==> src/mem_pkg.sv <==
`default_nettype none

package mem_pkg;

        localparam int addr_w = 32;
        localparam int data_w = 32;

        localparam int rom_words = 512;
        localparam int rom_aw = 9;
        localparam int ram_words = 1024;
        localparam int ram_aw = 10;

        // address map, byte addresses
        localparam logic [addr_w-1:0] rom_base = 32'h0000_0000;
        localparam logic [addr_w-1:0] ram_base = 32'h1000_0000;

        // credits per direction, equal to the response queue depth
        localparam int port_credits = 2;
        localparam int q_aw = $clog2(port_credits);
        localparam int cnt_w = $clog2(port_credits + 1);
        localparam logic [q_aw-1:0] q_last = q_aw'(port_credits - 1);
        localparam logic [cnt_w-1:0] credit_max = cnt_w'(port_credits);

        typedef struct packed {
                logic we;                       // 1 = write
                logic [addr_w-1:0] addr;
                logic [data_w-1:0] wdata;
        } mem_req_t;

        typedef struct packed {
                logic [data_w-1:0] rdata;
                logic err;                      // region or alignment fault
        } mem_rsp_t;

endpackage

`default_nettype wire

==> src/mem_port.sv <==
`timescale 1ns/1ps
`default_nettype none

module mem_port #(
        parameter bit has_ram = 1'b0
) (
        input  logic clka,
        input  logic rst_n,
        input  logic req_valid,
        input  mem_pkg::mem_req_t req,
        output logic req_credit,
        output logic rsp_valid,
        output mem_pkg::mem_rsp_t rsp,
        input  logic rsp_credit,
        output logic rom_en,
        output logic [mem_pkg::rom_aw-1:0] rom_addr,
        input  logic [mem_pkg::data_w-1:0] rom_data,
        output logic ram_en,
        output logic ram_we,
        output logic [mem_pkg::ram_aw-1:0] ram_addr,
        output logic [mem_pkg::data_w-1:0] ram_wdata,
        input  logic [mem_pkg::data_w-1:0] ram_data
);

        logic [mem_pkg::addr_w-1:0] rom_off;
        logic [mem_pkg::addr_w-1:0] ram_off;
        logic aligned;
        logic in_rom;
        logic in_ram;
        logic hit_rom;
        logic hit_ram;

        logic s_valid;
        logic s_rom;
        logic s_ram;
        logic s_err;
        mem_pkg::mem_rsp_t s_rsp;

        mem_pkg::mem_rsp_t q_mem [mem_pkg::port_credits];
        logic [mem_pkg::q_aw-1:0] wr_ptr;
        logic [mem_pkg::q_aw-1:0] rd_ptr;
        logic [mem_pkg::cnt_w-1:0] q_cnt;
        logic [mem_pkg::cnt_w-1:0] rsp_cnt;
        logic q_empty;
        logic pop;

        function automatic logic [mem_pkg::q_aw-1:0] next_ptr(
                input logic [mem_pkg::q_aw-1:0] p
        );
                return (p == mem_pkg::q_last) ? '0 : p + 1'b1;
        endfunction

        // upper offset bits must be clear for an address to be inside a region
        assign rom_off = req.addr - mem_pkg::rom_base;
        assign ram_off = req.addr - mem_pkg::ram_base;
        assign aligned = (req.addr[1:0] == 2'b00);
        assign in_rom = (rom_off[mem_pkg::addr_w-1:mem_pkg::rom_aw+2] == '0);
        assign in_ram = has_ram && (ram_off[mem_pkg::addr_w-1:mem_pkg::ram_aw+2] == '0);

        assign hit_rom = req_valid && aligned && in_rom && !req.we;    // rom is read only
        assign hit_ram = req_valid && aligned && in_ram;

        assign rom_en = hit_rom;
        assign rom_addr = rom_off[mem_pkg::rom_aw+1:2];
        assign ram_en = hit_ram;
        assign ram_we = hit_ram && req.we;
        assign ram_addr = ram_off[mem_pkg::ram_aw+1:2];
        assign ram_wdata = req.wdata;

        // access kind lines up with the memory read latency
        always_ff @(posedge clka) begin
                if (!rst_n) begin
                        s_valid <= 1'b0;
                end else begin
                        s_valid <= req_valid;
                end
                s_rom <= hit_rom;
                s_ram <= hit_ram && !req.we;
                s_err <= !(hit_rom || hit_ram);
        end

        always_comb begin
                s_rsp.err = s_err;
                if (s_rom) begin
                        s_rsp.rdata = rom_data;
                end else if (s_ram) begin
                        s_rsp.rdata = ram_data;
                end else begin
                        s_rsp.rdata = '0;       // writes and faults
                end
        end

        // every result goes through the queue, so responses keep request order
        assign q_empty = (q_cnt == '0);
        assign rsp_valid = !q_empty && (rsp_cnt != '0);
        assign rsp = q_mem[rd_ptr];
        assign pop = rsp_valid;

        always_ff @(posedge clka) begin
                if (s_valid) begin
                        q_mem[wr_ptr] <= s_rsp;
                end
        end

        always_ff @(posedge clka) begin
                if (!rst_n) begin
                        wr_ptr <= '0;
                        rd_ptr <= '0;
                        q_cnt <= '0;
                        rsp_cnt <= mem_pkg::credit_max;
                        req_credit <= 1'b0;
                end else begin
                        if (s_valid) begin
                                wr_ptr <= next_ptr(wr_ptr);
                        end
                        if (pop) begin
                                rd_ptr <= next_ptr(rd_ptr);
                        end
                        case ({s_valid, pop})
                        2'b10: q_cnt <= q_cnt + 1'b1;
                        2'b01: q_cnt <= q_cnt - 1'b1;
                        default: ;
                        endcase
                        case ({rsp_credit, pop})
                        2'b10: rsp_cnt <= rsp_cnt + 1'b1;
                        2'b01: rsp_cnt <= rsp_cnt - 1'b1;
                        default: ;
                        endcase
                        req_credit <= pop;      // slot handed back to requester
                end
        end

endmodule

`default_nettype wire

==> config.mk <==
export PLATFORM = sky130hd
export DESIGN_NAME = mem_port
export DESIGN_NICKNAME = d
export VERILOG_FILES = /design/src/mem_pkg.sv /design/src/mem_port.sv
export SDC_FILE = /design/constraint.sdc
export NUM_CORES = 1
export LEC_CHECK = 0
export ABC_CLOCK_PERIOD_IN_PS = 4760
export BUFFER_PORTS_ARGS = -buffer_cell sky130_fd_sc_hd__buf_4
export CAP_MARGIN = 20
export CORE_UTILIZATION = 47
export CTS_BUF_LIST = sky130_fd_sc_hd__clkbuf_2 sky130_fd_sc_hd__clkbuf_4 sky130_fd_sc_hd__clkbuf_8
export CTS_CLUSTER_SIZE = 20
export DETAILED_ROUTE_END_ITERATION = 7
export PLACE_DENSITY = 0.88
export SYNTH_ARGS = -nofsm -noshare
export SYNTH_HDL_FRONTEND = slang
export SYNTH_SLANG_ARGS = --single-unit
==> constraint.sdc <==
create_clock -name clka -period 4.76 [get_ports clka]
set_clock_uncertainty 0.2 [all_clocks]
set_input_delay 0.476 -clock clka [delete_from_list [all_inputs] [get_ports clka]]
set_output_delay 0.476 -clock clka [all_outputs]
set_load 0.005 [all_outputs]
# Yosys cells after proc, flatten, opt, wreduce, memory -nomap -nowiden
# Memory sizes are Yosys's and may differ from the RTL's. A register that Yosys moved wholly into a read port is not among the register bits.
# Cells that the tools add are included.
# totals
in_bits	133
regBits	10
romBits	0
latch_bits	0
n_memories	1
ramBits	66
out_inout_bits	89
# mem_list
memory	depth	word_bits	read_ports	rd_clocked_by_memory_dff	wr	line_no	text
q_mem	2	33	1	1	1	mem_port.sv:39	mem_pkg::mem_rsp_t q_mem [mem_pkg::port_credits];
# classes
n_bitwise	0
reduce_logical	13
n_mul	0
add_sub_neg	7
n_shift	0
magnitude_cmp	0
eq_ne	4
mux	9
n_div	0
# ops
operator	count
32-bit two-way mux	1
21-bit zero test	1
12-bit by 1-bit subtractor with 12-bit output, second input constant	1
2-bit one-hot mux with 2 select lines	2
1-bit two-way mux	6
2-bit nonzero test	3
2-bit by 1-bit adder with 2-bit output, second input constant	2
2-bit by 1-bit == test with 1-bit output, second input constant	2
2-bit == test, second input constant	2
1-bit logical AND	4
2-bit zero test	2
2-bit by 1-bit subtractor with 2-bit output, second input constant	2
1-bit zero test	3
1-bit adder, second input constant	2

# Longest topological paths before layout
# depth
word_depth	5
mapped_depth	5
depth_no_buf	5

# Worst setup path before layout
# No wires, ideal clock.
# synth_path
path_type	register -> register
start	register s_valid
end	memory q_mem[0][0] (netlist bit), enable pin
stages_incl_launch_ff	3
required_time_ps	4135
path_slack_ps	2327
setup_time_ps	425
arrival_time_ps	1808
path_cell_list	dfxtp_1 inv_1 nor2_1
# synth_between
elab_chain_len	2
# synth_lines
item	line_no	text
start, declared	mem_port.sv:33	logic s_valid;
start signal, assigned	mem_port.sv:75	s_valid <= req_valid;
1-bit two-way mux	mem_port.sv:100	if (s_valid) begin
1-bit two-way mux (not written as such)	mem_port.sv:101	q_mem[wr_ptr] <= s_rsp;
end, declared	mem_port.sv:39	
# No other way between the ends.

==> run_results.csv <==
group,metric,value,unit
run_status,status,"complete, no violations",
logic_synthesis,synthArstFlopShare,0,%
cts,postCtsResizedCells,0,
global_routing,grt.busiest_layer,"met2",
logic_synthesis,synth.distinct_cells,25,
sta,worstMarginPinSlew,0.966,ns
route,dr_total_vias,1891,
setup_path,worstSetupPathType,"flip-flop to primary output",
worst_hold_path,hold_start,"req_valid",
finish,drive_gt1_share,50.2,%
floorplanning,dieArea,7690,um2
power,vdd_drop_max,0.000143,V
placement,dpl.cell_count,375,
logic_synthesis,synth_common_cells,"edfxtp_1, buf_4, and2_1",
global_routing,met1_usage,16.3,%
sta,holdWs,0.142,ns
cts,clk_pin_slew_worst_paths,0.08,ns
sta,maxSlewViolCount,0,
sta,finalSetupViolCount,0,
cts,postCtsSetupRepairBufs,0,
setup_path,path_max_fanout,33,
finish,layout.nets,425,
route,drc,0,
floorplanning,die-height,87.7,um
floorplanning,io_pins,222,
setup_path,start_kind,"flip-flop",
placement,dp_hpwl,4450,um
logic_synthesis,synth_ff_type,"edfxtp_1",
sta,max_slew_margin,35.5,%
global_routing,grt_use_met2,30.7,%
cts,cts_max_level,3,
sta,rsz0062_at_grt,"no",
global_routing,antenna_found_initial,0,
power,power_density,442,nW/um2
cts,cts_made_buffers,9,
logic_synthesis,postSynthCellCount,240,
logic_synthesis,synth_area_leaders,"edfxtp_1, buf_4, mux2_2",
setup_path,r2r-end,"q_mem[0][21]",
logic_synthesis,netlist_area,3450,um2
setup_path,worstSetupEndpointType,"primary output",
power,power,1.81,mW
logic_synthesis,yosysMostFrequentCell,"edfxtp_1",
placement,port_buffers,96,
job,drv_cap,0,
cts,clock_sinks,77,
sta,fmax,0.440,GHz
route,first_iter_violations,104,
cts,clock-root-buffer,"clkbuf_8",
cts,worstSkewPairLatency,0.34,ns
route,ant_nets,0,
power,p_leak,1.61,nW
logic_synthesis,ys_warn_count,0,
route,routed_wl,6420,um
route,via_per_inst,4.84,
finish,num_antenna_cells,0,
logic_synthesis,syn_area_per_cell,14.4,um2
setup_path,cp.arrival,1.60,ns
setup_path,endpoint,"rsp[13]",
logic_synthesis,synth_area_leader_cell,"edfxtp_1",
floorplanning,die_w,87.7,um
setup_path,required,4.08,ns
floorplanning,core,6940,um2
global_routing,grtUsageMet3,6.03,%
finish,fin_cells,391,
route,post_drt_wl_per_cell,16.4,um
floorplanning,start_util,49.7,%
logic_synthesis,yosysSeqAreaShare,63.8,%
logic_synthesis,synth_seq_cells,77,
floorplanning,row_count,30,
logic_synthesis,synth_top_area_share,57.4,%
global_routing,grt.overflow.total,0,
setup_path,reg2reg_slack,2.99,ns
sta,period_share,47.7,%
cts,cts_tree,"built",
global_routing,grt_pass1_vias,1963,
global_routing,grt_max_degree,35,
sta,finalHoldViolCount,0,
finish,area_delta_synth_final,18.2,%
setup_path,reg2reg_depth,2,
placement,place_congestion,0.711,
global_routing,grt_pass1_wl,9340,um
cts,clockBufferDepth,2,
route,dr.pass1.iters,4,
worst_hold_path,hold_class,"input pin to flip-flop",
setup_path,r2r-start,"s_valid",
cts,hold_buffers,0,
sta,finalSetupTns,0,ns
finish,postLayoutCoreUtil,58.8,%
logic_synthesis,synth_edf_count,66,
global_routing,track_usage,16.6,%
sta,min_period,2.27,ns
[state kept, by name, summed over array words and instances, names as in the netlist, named ones only]
| register | flops |
|---|---|
| q_cnt | 2 |
| q_mem | 66 |
| rd_ptr | 1 |
| req_credit | 1 |
| rsp_cnt | 2 |
| s_err | 1 |
| s_rom | 1 |
| s_valid | 1 |
| wr_ptr | 1 |
[worst max-delay path, cell delays in order (launching register included)]
cell and delay (ns):
dfxtp_1 0.31, buf_4 0.39, mux2_2 0.40, buf_4 0.14
[routing by layer]
layer,up-vias,share of wire (%)
li1,892,-
met1,893,35
met2,85,55
met3,21,8.4
met4,0,1.7
met5,-,0
[logic make-up (layout without fill, tap and decap cells)]
kind of cell / after synthesis / after routing / share of synthesized area (%)
flip-flops: 77 / 77 / 63.8
adder cells (fa/ha/maj): 2 / 2 / 0.725
AND/OR/NAND/NOR: 55 / 55 / 9.71
multiplexers: 33 / 33 / 10.8
other: 1 / 2 / 0.109
AO/OA/AOI/OAI: 5 / 5 / 1.01
buffers and inverters: 62 / 116 / 12.6
XOR/XNOR: 5 / 5 / 1.27
[cell usage in the layout (no fill, tap or decap)]
cell type	synthesis	layout
nor2_4	0	1
or3_1	2	2
clkinvlp_4	0	2
nor2b_1	1	1
dfxtp_1	11	11
and2_1	39	39
o21ai_0	2	2
buf_4	53	98
nor4_1	4	4
o22a_2	1	1
xor2_1	1	1
a21boi_1	1	1
clkinv_1	0	2
nand4_1	1	1
bufinv_16	0	1
clkinv_2	0	1
clkinv_4	0	1
xnor2_1	4	4
o21a_1	1	1
ha_1	2	2
nor3_1	1	1
conb_1	1	2
nor4b_1	1	1
edfxtp_1	66	66
nand3_1	2	2
inv_1	2	2
nor2_1	3	2
mux2_2	33	33
or2_2	1	1
clkbuf_8	0	9
[layout make-up]
cell class / count / area, um2
clock buffer: 9 / 124
clock inverter: 7 / 66.3
fill: 537 / 2860
inverter: 2 / 7.51
multi-input combinational: 102 / 826
sequential: 77 / 2200
tap: 96 / 120
timing repair buffer: 98 / 736
[through the flow]
stage                     area, um2  setup slack, ns
after floorplan                3460             2.33
after global placement         3890             2.79
after detailed placement       3890             2.58
after CTS                      4080             2.47
after global routing           4080             2.42
final                          4080             2.49
[power by group]
part / internal (mW) / leakage (nW) / switching (mW) / total, mW
clock: 0.238 / 0.0903 / 0.229 / 0.467
sequential: 0.769 / 0.749 / 0.0206 / 0.789
combinational: 0.336 / 0.772 / 0.213 / 0.549
total: 1.34 / 1.61 / 0.462 / 1.81
[worst min path at each step]
stage,cells after the start,slack (ns),end
CTS,2,0.13,s_valid
floorplan,0,0.20,q_mem[0][0]
detailed placement,0,0.21,q_mem[0][0]
global route,2,0.13,s_valid
finish,2,0.14,s_valid
global placement,0,0.21,q_mem[1][0]
Power figures use the tool's default switching activity.
